File: src/fetch_pkg.sv
package fetch_pkg;

    ////////////////////////////////////////////////////
    // widths

    localparam int unsigned FIP_W   = 28;   // va[31:4]
    localparam int unsigned LINE_W  = 128;
    localparam int unsigned VPN_W   = 20;
    localparam int unsigned PFN_W   = 3;    // 15-bit physical space
    localparam int unsigned IDX_W   = 4;    // 16 lines per bank
    localparam int unsigned TAG_W   = 6;
    localparam int unsigned PLINE_W = 11;   // pa[14:4]

    localparam int unsigned PAGE_LINE_W = FIP_W - VPN_W;  // lines within a 4k page
    localparam int unsigned UPPER_W     = TAG_W - PFN_W;  // line bits above the index

    ////////////////////////////////////////////////////
    // fetch address views

    // seen by the tlb
    typedef struct packed {
        logic [VPN_W-1:0]       vpn;
        logic [PAGE_LINE_W-1:0] line;
    } fip_page_t;

    // seen by the cache bank
    typedef struct packed {
        logic [VPN_W-1:0]   vpn;
        logic [UPPER_W-1:0] upper;
        logic [IDX_W-1:0]   idx;
        logic               par;   // va[4], even/odd bank
    } fip_cache_t;

    typedef union packed {
        fip_page_t  page;
        fip_cache_t cache;
    } fip_u;

    ////////////////////////////////////////////////////
    // next address source

    typedef enum logic [1:0] {
        SEQ     = 2'd0,
        BRANCH  = 2'd1,
        RESTEER = 2'd2,
        INIT    = 2'd3
    } redirect_sel_t;

endpackage

File: src/fetch_bank_if.sv
`timescale 1ns/1ps

interface fetch_bank_if;

    fetch_pkg::fip_u              fip;
    logic [fetch_pkg::LINE_W-1:0] line;
    logic                         miss;
    logic                         tlb_miss;
    logic                         prot_fault;

    // address bank drives the lookup
    modport source (
        output fip,
        input  line, miss, tlb_miss, prot_fault
    );

    // cache bank answers in the same cycle
    modport sink (
        input  fip,
        output line, miss, tlb_miss, prot_fault
    );

endinterface

File: src/fetch_redirect_if.sv
`timescale 1ns/1ps

interface fetch_redirect_if;

    fetch_pkg::redirect_sel_t     sel;
    logic [fetch_pkg::FIP_W-1:0]  init_fip_even;
    logic [fetch_pkg::FIP_W-1:0]  init_fip_odd;
    logic                         is_cf;   // any redirect this cycle

    // decode side
    modport source (
        output sel,
        output init_fip_even,
        output init_fip_odd,
        output is_cf
    );

    // both address banks
    modport sink (
        input sel,
        input init_fip_even,
        input init_fip_odd,
        input is_cf
    );

endinterface

File: src/fip_select.sv
`timescale 1ns/1ps

module fip_select #(
    parameter bit PARITY = 1'b0
) (
    input  logic                        clk,
    input  logic                        arst_n_i,
    fetch_redirect_if.sink              redir,
    input  logic [fetch_pkg::FIP_W-1:0] redirect_fip_i,   // branch target
    input  logic [fetch_pkg::FIP_W-1:0] resteer_fip_i,
    input  logic                        ld_i,
    fetch_bank_if.source                bank
);

    localparam int unsigned FIP_W = fetch_pkg::FIP_W;

    logic [FIP_W-1:0] fip_q;
    logic [FIP_W-1:0] cf_fip;
    logic [FIP_W-1:0] fip_w;
    logic [FIP_W-1:0] fip_inc;

    // control flow address
    always_comb begin
        case (redir.sel)
            fetch_pkg::INIT:    cf_fip = PARITY ? redir.init_fip_odd : redir.init_fip_even;
            fetch_pkg::RESTEER: cf_fip = resteer_fip_i;
            fetch_pkg::BRANCH:  cf_fip = redirect_fip_i;
            default:            cf_fip = '0;   // seq, masked by is_cf below
        endcase
    end

    assign fip_w    = redir.is_cf ? cf_fip : fip_q;
    assign bank.fip = fip_w;

    ////////////////////////////////////////////////////
    // sequential fetch register

    // the other bank covers the line in between
    assign fip_inc = fip_w + 2'd2;

    always_ff @(posedge clk or negedge arst_n_i) begin
        if (!arst_n_i) begin
            fip_q <= {{(FIP_W-1){1'b0}}, PARITY};
        end else if (ld_i) begin
            fip_q <= {fip_inc[FIP_W-1:1], PARITY};   // parity bit pinned
        end
    end

endmodule

File: src/flat_wrapper.sv
// flat-port wrapper written by rule: the top's interface ports become plain ports
module fip_select_flat 
#(
    parameter bit PARITY = 1'b0
)
  (clk, arst_n_i, redirect_fip_i, resteer_fip_i, ld_i, redir_sel, redir_init_fip_even, redir_init_fip_odd, redir_is_cf, bank_fip, bank_line, bank_miss, bank_tlb_miss, bank_prot_fault);
  fetch_redirect_if redir_i ();
  fetch_bank_if bank_i ();
  input  logic clk;
  input  logic arst_n_i;
  input  logic [fetch_pkg::FIP_W-1:0] redirect_fip_i;
  input  logic [fetch_pkg::FIP_W-1:0] resteer_fip_i;
  input  logic ld_i;
  input wire logic [$bits(redir_i.sel)-1:0] redir_sel;
  input wire logic [$bits(redir_i.init_fip_even)-1:0] redir_init_fip_even;
  input wire logic [$bits(redir_i.init_fip_odd)-1:0] redir_init_fip_odd;
  input wire logic [$bits(redir_i.is_cf)-1:0] redir_is_cf;
  output wire logic [$bits(bank_i.fip)-1:0] bank_fip;
  input wire logic [$bits(bank_i.line)-1:0] bank_line;
  input wire logic [$bits(bank_i.miss)-1:0] bank_miss;
  input wire logic [$bits(bank_i.tlb_miss)-1:0] bank_tlb_miss;
  input wire logic [$bits(bank_i.prot_fault)-1:0] bank_prot_fault;
  assign redir_i.sel = redir_sel;
  assign redir_i.init_fip_even = redir_init_fip_even;
  assign redir_i.init_fip_odd = redir_init_fip_odd;
  assign redir_i.is_cf = redir_is_cf;
  assign bank_fip = bank_i.fip;
  assign bank_i.line = bank_line;
  assign bank_i.miss = bank_miss;
  assign bank_i.tlb_miss = bank_tlb_miss;
  assign bank_i.prot_fault = bank_prot_fault;
  fip_select #(.PARITY(PARITY)) u_core (.clk(clk), .arst_n_i(arst_n_i), .redir(redir_i), .redirect_fip_i(redirect_fip_i), .resteer_fip_i(resteer_fip_i), .ld_i(ld_i), .bank(bank_i));
endmodule
File: config.mk
export PLATFORM = sky130hd
export DESIGN_NAME = fip_select_flat
export DESIGN_NICKNAME = d
export VERILOG_FILES = /design/src/fetch_pkg.sv /design/src/fetch_bank_if.sv /design/src/fetch_redirect_if.sv /design/src/fip_select.sv /design/src/flat_wrapper.sv
export SDC_FILE = /design/constraint.sdc
export NUM_CORES = 1
export LEC_CHECK = 0
export BUFFER_PORTS_ARGS = -buffer_cell sky130_fd_sc_hd__clkbuf_2
export CAP_MARGIN = 0
export CORE_AREA = 2 2 108 110
export DETAILED_ROUTE_END_ITERATION = 10
export DIE_AREA = 0 0 110 112
export HOLD_SLACK_MARGIN = 0.05
export PLACE_DENSITY = 0.61
export SKIP_LAST_GASP = 1
export SLEW_MARGIN = 20
export SYNTH_ARGS = -nofsm -noshare
export SYNTH_HDL_FRONTEND = slang
export SYNTH_SLANG_ARGS = --single-unit
File: constraint.sdc
create_clock -name clk -period 3.25 [get_ports clk]
set_clock_uncertainty 0.15 [all_clocks]
set_input_delay 0.4875 -clock clk [delete_from_list [all_inputs] [get_ports clk]]
set_output_delay 0.4875 -clock clk [all_outputs]
set_load 0.05 [all_outputs]
Word level (Yosys, flattened, before mapping)
Index checks and enable logic that the tools add are counted.
{ "word_totals": {"regBits": 27, "output_inout_bits": 28, "in_bits": 249} }
{ "op_classes": {"muxes": 2, "n_eq_ne": 3, "addsub": 1} }
{ "ops": {"columns": ["cell", "n"], "rows": [
  ["case mux 28 bit (3 select lines)", 1],
  ["adder 28 x 2 -> 28 bit, second input constant", 1],
  ["2-to-1 mux 28 bit", 1],
  ["equality test 2 bit, second input constant", 2],
  ["equality test 2 x 1 -> 1 bit, second input constant", 1]
]} }

Longest topological paths before layout
Gate-level depths: netlist of run 1.
{ "logic_depth": {"ltp_word": 4, "depth_mapped": 11, "depth_no_buf": 9} }

Worst setup path before layout of run 1
No wires, ideal clock.
{ "synth_timing": {"path_type": "in2reg", "start": "input port redir_sel[1]", "end": "register u_core.fip_q[21]", "path_stages": 11, "setup_slack_ps": -376, "arrival_ps": 3352, "setup_time_ps": 125, "required_ps": 2975, "cell_sequence": "buf_4 and2b_1 clkbuf_1 a221oi_1 nor2_1 ha_1 nand2_1 nor4_2 nand2_1 xnor2_1 mux2_2"} }
{ "synth_via": {"elab_chain_cells": 4} }
{ "synth_rtl": {"columns": ["item", "line_no", "rtl"], "rows": [
  ["from (decl)", "flat_wrapper.sv:14", "input wire logic [$bits(redir_i.sel)-1:0] redir_sel;"],
  ["equality test 2 x 1 -> 1 bit or equality test 2 bit (tied branches)", "fip_select.sv:24", "case (redir.sel)"],
  ["case mux 28 bit (3 select lines) (*)", "fip_select.sv:24", null],
  ["2-to-1 mux 28 bit (*)", "fip_select.sv:32", "assign fip_w = redir.is_cf ? cf_fip : fip_q;"],
  ["via bank_fip[1]", "flat_wrapper.sv:18", "output wire logic [$bits(bank_i.fip)-1:0] bank_fip;"],
  ["adder 28 x 2 -> 28 bit (*)", "fip_select.sv:39", "assign fip_inc = fip_w + 2'd2;"],
  ["to (signal assigned)", "fip_select.sv:43", "fip_q <= {{(FIP_W-1){1'b0}}, PARITY};"],
  ["to (signal assigned)", "fip_select.sv:45", "fip_q <= {fip_inc[FIP_W-1:1], PARITY};"],
  ["to (decl)", "fip_select.sv:17", "logic [FIP_W-1:0] fip_q;"]
]} }
Mark *: on every way through the listed nets, which the timed path passes. The rest lies on a longest branch.
A chain may end at the register's enable or synchronous reset.

Final worst setup path of run 1
{ "layout_timing": {"start": "input port redir_sel[1]", "end": "register u_core.fip_q[22]"} }
{ "layout_via": {"elab_chain_cells": 4} }
{ "layout_rtl": {"columns": ["item", "line_no"], "rows": [
  ["equality test 2 x 1 -> 1 bit or equality test 2 bit (tied branches)", "fip_select.sv:24"],
  ["case mux 28 bit (3 select lines) (*)", "fip_select.sv:24"],
  ["2-to-1 mux 28 bit (*)", "fip_select.sv:32"],
  ["adder 28 x 2 -> 28 bit (*)", "fip_select.sv:39"]
]} }
Every way passes the cells marked *; elsewhere a longest branch is shown, timed or not.

==> results.sh, run 1 <==
export IMPL_status="completed"
export IMPL_hold_path_class="input pin to async pin"
export IMPL_synth_ff_type="dfrtp_1"
export IMPL_layout_nets=665
export IMPL_yosysTopAreaCell="dfrtp_1"
export IMPL_htree_num_levels=1
export IMPL_postCtsSetupRepairBufs=0
export IMPL_remaining_drc_errors=0
export IMPL_path_cells="clkbuf_2, buf_4, mux2i_1, o221ai_2, nand4_1, nor3_1, nand4_1, xnor2_1, mux2_2"
export IMPL_grtUsageTotal=0.156
export IMPL_grt_pass1_vias=2719
export IMPL_synthCells=295
export IMPL_cts_tree="yes"
export IMPL_worstSetupPathType="input pin to register"
export IMPL_rows=39
export IMPL_cpMaxStageDelayCell="nor3_1"
export IMPL_met1_usage=0.211
export IMPL_max_stage_delay_ps=530
export IMPL_irDropWorstVdd_mv=0.198
export IMPL_p_per_area_mw_per_mm2=391
export IMPL_cts_sinks=27
export IMPL_yosysWarnings=0
export IMPL_core_area_sq_mm=0.0112
export IMPL_max_freq_ghz=0.336
export IMPL_vias=2761
export IMPL_arrival_ps=2980
export IMPL_setup_viol=0
export IMPL_multi_input_area_sq_mm=0.00175
export IMPL_cts_inserted_buffers=3
export IMPL_insertedDiodeCount=0
export IMPL_final_layout_size_suffix_gt1_frac=0.415
export IMPL_syn2layout_area_growth_pct=50.1
export IMPL_tightestPinTransition_ps=981
export IMPL_hold_slack_ps=116
export IMPL_synth_edf_count=0
export IMPL_largest_reg_flops=27
export IMPL_biggestRegsByFlops="u_core.fip_q (27)"
export IMPL_grt_pass1_wl_um=14800
export IMPL_grt_ovfl_total=0
export IMPL_cts_root_buf="clkbuf_16"
export IMPL_synth_nets=545
export IMPL_clockBufferDepth=2
export IMPL_ant_nets=0
export IMPL_die_w_um=110
export IMPL_worstSetupEndpointType="register"
export IMPL_rsz0062_at_grt="false"
export IMPL_hpwl_um=7750
export IMPL_finalHoldViolations=0
export IMPL_drt_iter0_drc=151
export IMPL_regMostFlops="u_core.fip_q"
export IMPL_synth_cell_types=48
export IMPL_antenna_found_initial=4
export IMPL_layout_common_cells="clkbuf_2, nor2_1, dfrtp_1, buf_12, a21oi_1"
export IMPL_syn_avg_cell_area_sq_um=8.74
export IMPL_syn_area_sq_mm=0.00258
export IMPL_leakage_nw=1.72
export IMPL_crit_top_cell="nand4_1"
export IMPL_met2_usage=0.240
export IMPL_crit_family="simple AND/OR/NAND/NOR gates"
export IMPL_fin_total_pwr_w=0.00151
export IMPL_seq_area_sq_um=676
export IMPL_dieHeight_um=112
export IMPL_viasPerCell=4.96
export IMPL_finalCriticalPeriod_ps=2970
export IMPL_ioPinCount=277
export IMPL_cp_required_ps=3260
export IMPL_max_slew_margin=0.346
export IMPL_n_fill_cell=1163
export IMPL_finalCritPeriodShare=0.915
export IMPL_worstPathMaxFanout=16
export IMPL_maxSlewViolCount=0
export IMPL_netlist_area_leader_share=0.262
export IMPL_cp_num_buf_inv=2
export IMPL_design_die_area_sq_mm=0.0123
export IMPL_cts_hold_buffers=0
export IMPL_numPortBuffers=117
export IMPL_grt_max_degree=51
export IMPL_use_met3=0.0562
export IMPL_ys_seq_area_frac=0.262
export IMPL_busiest_layer="met2"
export IMPL_max_cap_violations=0
export IMPL_path_clk_slew_ps=70
export IMPL_post_cts_resized=0
export IMPL_start_util=0.231
export IMPL_wl_per_cell_um=17.1
export IMPL_synthArstFlopShare=1.00
export IMPL_routed_wl_um=9520
export IMPL_final_common_cell="clkbuf_2"
export IMPL_critPathLaunchType="input pin"
export IMPL_insertion_delay_ps=270
export IMPL_drtPass1Iterations=4
export IMPL_ys_seq_elements=27
export IMPL_routabilityCongestion=0.857
export IMPL_netlist_top_cells_area="dfrtp_1, mux2i_1, nor2_1"
-- per-stage QoR --
stage | worst slack, ps | instances | util | area [sq um] | setup TNS, ps
floorplan | -34.0 | 295 | - | 2610 | -34.0
global placement | 16.9 | 553 | 0.339 | 3790 | 0
detailed placement | -10.3 | 553 | 0.339 | 3790 | -10.3
CTS | 291 | 557 | 0.346 | 3870 | 0
global route | 32.0 | 557 | 0.346 | 3870 | 0
finish | 276 | 557 | 0.346 | 3870 | 0
-- worst paths after layout --
kind | cells past startpoint | to | start | slack (ps)
worst max-delay path | 9 | u_core.fip_q[22] | redir_sel[1] | 280
worst min-delay path | 1 | u_core.fip_q[8] | arst_n_i | 120
worst max register to register | 7 | u_core.fip_q[22] | u_core.fip_q[16] | 750
worst min register to register | 1 | u_core.fip_q[3] | u_core.fip_q[3] | 360
max in group asynchronous | 1 | u_core.fip_q[26] | arst_n_i | 2360
min in group clk | 1 | u_core.fip_q[3] | u_core.fip_q[3] | 360
-- power by group --
group | switching [W] | internal, W | leakage (nW) | total [W]
registers | 0.0000274 | 0.000388 | 0.308 | 0.000416
clock network | 0.000128 | 0.000169 | 0.0382 | 0.000297
logic | 0.000447 | 0.000354 | 1.37 | 0.000801
total | 0.000602 | 0.000911 | 1.72 | 0.00151
-- synthesized netlist by cell type, types with 4 or more instances --
library cell / instances
nor2_1: 39
dfrtp_1: 27
a21oi_1: 24
mux2i_1: 19
inv_1: 16
nand4b_1: 14
xnor2_1: 14
clkbuf_1: 10
xor2_1: 10
nand3_1: 9
o221ai_2: 9
mux2_2: 8
nand2_1: 7
nand4_1: 7
nor2b_1: 7
nor3_1: 7
buf_4: 6
a221oi_1: 5
mux2_1: 5
a221o_1: 4
buf_2: 4
o21ai_1: 4
-- area by class of cell --
type | instances | area share
Inverter | 16 | 0.0155
Clock buffer | 4 | 0.0204
Multi-Input combinational cell | 229 | 0.451
Sequential cell | 27 | 0.175
Tap cell | 143 | 0.0462
Timing Repair Buffer | 138 | 0.292
-- layer usage --
metal | up-vias | share of wire
li1 | 1320 | -
met1 | 1310 | 0.45
met2 | 112 | 0.45
met3 | 13 | 0.095
met4 | 6 | 0.0089
met5 | - | 0.0046
-- cells by family (layout without fill, tap and decap cells) --
group | count (synthesis) | in the layout | synth area share
xor+xnor | 24 | 24 | 0.0815
flops | 27 | 27 | 0.262
simple gates | 111 | 111 | 0.260
fa+ha+maj | 1 | 1 | 0.00485
mux | 32 | 32 | 0.131
buf+inv | 39 | 158 | 0.0733
compound gates | 61 | 61 | 0.188
No activity file was read; power rests on OpenSTA's default activity.
==> run 2: changes to the inputs <==
Settings changed: PLACE_DENSITY 0.61 to 0.63.
Clock period 3.25 ns to 2.5 ns, I/O delays scaled along.
==> results.sh, run 2 (same netlist as run 1, synthesis figures left out) <==
export IMPL_numPortBuffers=117
export IMPL_routabilityCongestion=0.893
export IMPL_routed_wl_um=9630
export IMPL_hold_path_class="register to register"
export IMPL_ioPinCount=277
export IMPL_use_met3=0.0468
export IMPL_path_clk_slew_ps=70
export IMPL_leakage_nw=1.97
export IMPL_cts_inserted_buffers=3
export IMPL_vias=2918
export IMPL_start_util=0.231
export IMPL_layout_nets=711
export IMPL_setup_viol=0
export IMPL_cp_required_ps=2460
export IMPL_drtPass1Iterations=4
export IMPL_met1_usage=0.210
export IMPL_finalCritPeriodShare=0.974
export IMPL_irDropWorstVdd_mv=0.241
export IMPL_met2_usage=0.250
export IMPL_p_per_area_mw_per_mm2=480
export IMPL_final_layout_size_suffix_gt1_frac=0.498
export IMPL_grt_ovfl_total=0
export IMPL_crit_top_cell="buf_4"
export IMPL_fin_total_pwr_w=0.00210
export IMPL_insertion_delay_ps=260
export IMPL_layout_common_cells="clkbuf_2, buf_4, nor2_1, buf_12, dfrtp_1"
export IMPL_max_freq_ghz=0.411
export IMPL_n_fill_cell=1101
export IMPL_final_common_cell="clkbuf_2"
export IMPL_worstPathMaxFanout=5
export IMPL_tightestPinTransition_ps=716
export IMPL_hpwl_um=7950
export IMPL_largest_reg_flops=27
export IMPL_status="completed"
export IMPL_wl_per_cell_um=16.0
export IMPL_syn2layout_area_growth_pct=69.3
export IMPL_grt_max_degree=33
export IMPL_core_area_sq_mm=0.0112
export IMPL_regMostFlops="u_core.fip_q"
export IMPL_design_die_area_sq_mm=0.0123
export IMPL_grt_pass1_vias=3038
export IMPL_critPathLaunchType="input pin"
export IMPL_grt_pass1_wl_um=15000
export IMPL_ant_nets=0
export IMPL_seq_area_sq_um=676
export IMPL_clockBufferDepth=2
export IMPL_htree_num_levels=1
export IMPL_dieHeight_um=112
export IMPL_max_stage_delay_ps=600
export IMPL_cts_sinks=27
export IMPL_insertedDiodeCount=0
export IMPL_cts_root_buf="clkbuf_16"
export IMPL_path_cells="buf_4, and2b_2, buf_4, a221o_1, nand4b_4, or4_4, nor4_2, xnor2_1, a21oi_1"
export IMPL_finalHoldViolations=0
export IMPL_worstSetupPathType="input pin to register"
export IMPL_drt_iter0_drc=148
export IMPL_worstSetupEndpointType="register"
export IMPL_max_cap_violations=0
export IMPL_viasPerCell=4.84
export IMPL_busiest_layer="met2"
export IMPL_grtUsageTotal=0.156
export IMPL_biggestRegsByFlops="u_core.fip_q (27)"
export IMPL_dpl_cell_count=593
export IMPL_cts_tree="yes"
export IMPL_fin_cells=603
export IMPL_remaining_drc_errors=0
export IMPL_arrival_ps=2400
export IMPL_cpMaxStageDelayCell="or4_4"
export IMPL_max_slew_margin=0.522
export IMPL_finalCriticalPeriod_ps=2430
export IMPL_rows=39
export IMPL_maxSlewViolCount=0
export IMPL_antenna_found_initial=0
export IMPL_rsz0062_at_grt="true"
export IMPL_die_w_um=110
export IMPL_multi_input_area_sq_mm=0.00185
run 2: cell count changes in the layout (fill, tap and decap cells not counted), moves of 2 or more:
cell	delta
buf_4	+43
buf_6	+4
clkbuf_2	-5
nor3_1	-2
nor3_2	+2
o221ai_2	-4
o221ai_4	+4
run 2: worst paths after layout:
kind                                       from          endpoint  slack, ps  cells after the start
worst max-delay path               redir_sel[0]  u_core.fip_q[20]         70                      9
min in group asynchronous              arst_n_i   u_core.fip_q[8]        560                      2
worst max register to register  u_core.fip_q[8]  u_core.fip_q[20]        270                      7
max in group asynchronous              arst_n_i  u_core.fip_q[21]       1180                      2
worst min-delay path            u_core.fip_q[2]   u_core.fip_q[2]        350                      1
worst min register to register  u_core.fip_q[2]   u_core.fip_q[2]        350                      1
run 2: final cells by class:
| class | count | area share |
|---|---|---|
| inverters | 16 | 0.0143 |
| clock buffers | 4 | 0.0181 |
| multi-input cells | 229 | 0.423 |
| well taps | 143 | 0.0410 |
| flip-flops and latches | 27 | 0.155 |
| repair buffers | 184 | 0.349 |
run 2: metal layers:
metal	vias to the layer above	share of wire
met2	121	0.45
met3	7	0.096
met1	1366	0.45
met5	-	0
li1	1424	-
met4	0	0.0051
run 2: power breakdown:
part	internal, W	switching [W]
combinational	0.000559	0.000618
sequential	0.000505	0.0000388
clock	0.000219	0.000157
run 2: critical path: cells and delay by family:
kind | cells | cell delay, ps
simple gates | 4 | 1290
xor+xnor | 1 | 150
compound gates | 2 | 310
buf+inv | 2 | 250
run 2: timing repair:
action | 4_1_cts | 5_1_grt
endpoints found under the hold margin | 27 | 0
buffers inserted | 2 | 4
hold buffers | 1 | 0
endpoints found under the setup margin | 16 | 15
pin swaps | 4 | 9
gates resized for setup | 6 | 20
run 2: through the flow:
stage	setup WS [ps]	instance area [sq um]	TNS, ps	util	hold slack [ps]
global route	-23.2	4370	-57.0	0.391	380
CTS	-69.9	4290	-69.9	0.384	354
floorplan	-525	2700	-7420	-	-70.6
detailed placement	-442	4160	-7400	0.373	317
global placement	-389	4160	-7300	0.373	308
finish	66.2	4370	0	0.391	352
==> run 3: changes to the inputs <==
Settings changed: PLACE_DENSITY 0.63 to 0.61.
Clock period 2.5 ns to 2.3 ns, I/O delays scaled along.
==> results.sh, run 3 (same netlist as run 1, synthesis figures left out) <==
export IMPL_status="finished, violations left"
export IMPL_violations="setup timing"
export IMPL_leakage_nw=2.26
export IMPL_worst_slack_ps=-40.4
export IMPL_switchingPower_w=0.000980
export IMPL_grt_pass1_vias=3105
export IMPL_hpwl_um=8460
export IMPL_routabilityCongestion=0.874
export IMPL_numPortBuffers=117
export IMPL_seq_area_sq_um=676
export IMPL_start_util=0.231
export IMPL_ant_nets=0
export IMPL_dieHeight_um=112
export IMPL_core_area_sq_mm=0.0112
export IMPL_max_slew_margin=0.482
export IMPL_p_per_area_mw_per_mm2=507
export IMPL_viasPerCell=4.90
export IMPL_power_frac_clock=0.179
export IMPL_remaining_drc_errors=0
export IMPL_finalCritPeriodShare=1.02
export IMPL_tightestPinTransition_ps=778
export IMPL_vias=3090
export IMPL_layout_common_cells="clkbuf_2, buf_4, nor2_1, buf_12, dfrtp_1"
export IMPL_multi_input_area_sq_mm=0.00200
export IMPL_max_freq_ghz=0.427
export IMPL_finalHoldViolations=0
export IMPL_drt_iter0_drc=221
export IMPL_cts_sinks=27
export IMPL_insertion_delay_ps=270
export IMPL_rows=39
export IMPL_irDropWorstVdd_mv=0.387
export IMPL_wl_per_cell_um=17.5
export IMPL_insertedDiodeCount=0
export IMPL_setup_viol=3
export IMPL_p_int_w=0.00150
export IMPL_final_layout_size_suffix_gt1_frac=0.571
export IMPL_antenna_found_initial=0
export IMPL_syn2layout_area_growth_pct=89.6
export IMPL_worst_r2r_path_depth=8
export IMPL_maxSlewViolCount=0
export IMPL_power_frac_seq=0.239
export IMPL_max_cap_violations=0
export IMPL_regMostFlops="u_core.fip_q"
export IMPL_grt_max_degree=28
export IMPL_ioPinCount=277
export IMPL_biggestRegsByFlops="u_core.fip_q (27)"
export IMPL_worstSetupEndpointType="register"
export IMPL_combPwrFrac=0.582
export IMPL_arrival_ps=2350
export IMPL_cp_required_ps=2310
export IMPL_cts_tree="yes"
export IMPL_critPathLaunchType="input pin"
export IMPL_n_fill_cell=1070
export IMPL_cts_inserted_buffers=3
export IMPL_finalCriticalPeriod_ps=2340
export IMPL_hold_path_class="register to register"
export IMPL_swShare=0.395
export IMPL_rsz0062_at_grt="true"
export IMPL_largest_reg_flops=27
export IMPL_dpl_cell_count=604
export IMPL_fin_cells=630
export IMPL_path_clk_slew_ps=80
export IMPL_final_common_cell="clkbuf_2"
export IMPL_drtPass1Iterations=5
export IMPL_layout_nets=738
export IMPL_routed_wl_um=11000
export IMPL_holdPathStages=1
export IMPL_die_w_um=110
export IMPL_cts_root_buf="clkbuf_16"
export IMPL_worstPathMaxFanout=7
export IMPL_grt_pass1_wl_um=16400
export IMPL_hold_slack_ps=361
export IMPL_clockBufferDepth=2
export IMPL_grt_ovfl_total=0
export IMPL_worstSetupPathType="input pin to register"
export IMPL_htree_num_levels=1
export IMPL_grtUsageTotal=0.172
export IMPL_design_die_area_sq_mm=0.0123
[run 3: power groups by stage]
stage | combinational (W) | sequential [W] | clock, W
floorplan | 0.000674 | 0.000586 | 0
global placement | 0.00128 | 0.000595 | 0
detailed placement | 0.00130 | 0.000596 | 0
CTS | 0.00136 | 0.000589 | 0.000451
global route | 0.00152 | 0.000600 | 0.000467
finish | 0.00144 | 0.000593 | 0.000445
[run 3: per-stage QoR]
stage          total power (W)  setup slack (ps)  setup TNS (ps)  cell area, sq um   util
6_report               0.00248             -40.4           -72.6              4890  0.437
5_1_grt                0.00259              -103            -591              4890  0.437
4_1_cts                0.00240             -34.7            -113              4610  0.413
3_5_place_dp           0.00190              -451           -7490              4310  0.386
3_3_place_gp           0.00188              -370           -6050              4310  0.386
2_1_floorplan          0.00126              -695          -11620              2700      -
[run 3: repair_timing]
| item | CTS | global route |
|---|---|---|
| pin swaps | 10 | 23 |
| setup buffers | 9 | 10 |
| gates resized for setup | 22 | 41 |
| cloned | 1 | 1 |
| endpoints found under the setup margin | 21 | 24 |
| hold buffers | 1 | 0 |
| hold endpoints to repair | 27 | 0 |
[run 3: area by class of cell]
class,instances,share of cell area
Inverter,16,0.0123
Clock buffer,3,0.0154
Multi-Input combinational cell,229,0.410
Tap cell,143,0.0366
Timing Repair Buffer,211,0.386
Sequential cell,27,0.138
Clock inverter,1,0.00179
[run 3: path summary, 6_finish.rpt]
check | start | endpoint | slack, ps
worst max-delay path | redir_sel[1] | u_core.fip_q[27] | -40
worst min-delay path | u_core.fip_q[3] | u_core.fip_q[3] | 360
worst max register to register | u_core.fip_q[4] | u_core.fip_q[27] | 30
worst min register to register | u_core.fip_q[3] | u_core.fip_q[3] | 360
max in group asynchronous | arst_n_i | u_core.fip_q[1] | 970
min in group asynchronous | arst_n_i | u_core.fip_q[12] | 540
[run 3: metal layers]
layer / GRT usage / wire length [um]
met5: 0 / 0
met4: 0.0236 / 67
met3: 0.0386 / 938
met2: 0.258 / 5000
met1: 0.254 / 5020
[run 3: worst max-delay path, stage by stage]
cell and delay [ps]:
buf_12 120, buf_6 130, mux2i_2 170, o221ai_4 200, buf_6 140, nand3_4 70, or4_4 660, nor4_4 240
xnor2_1 170, a21oi_1 90
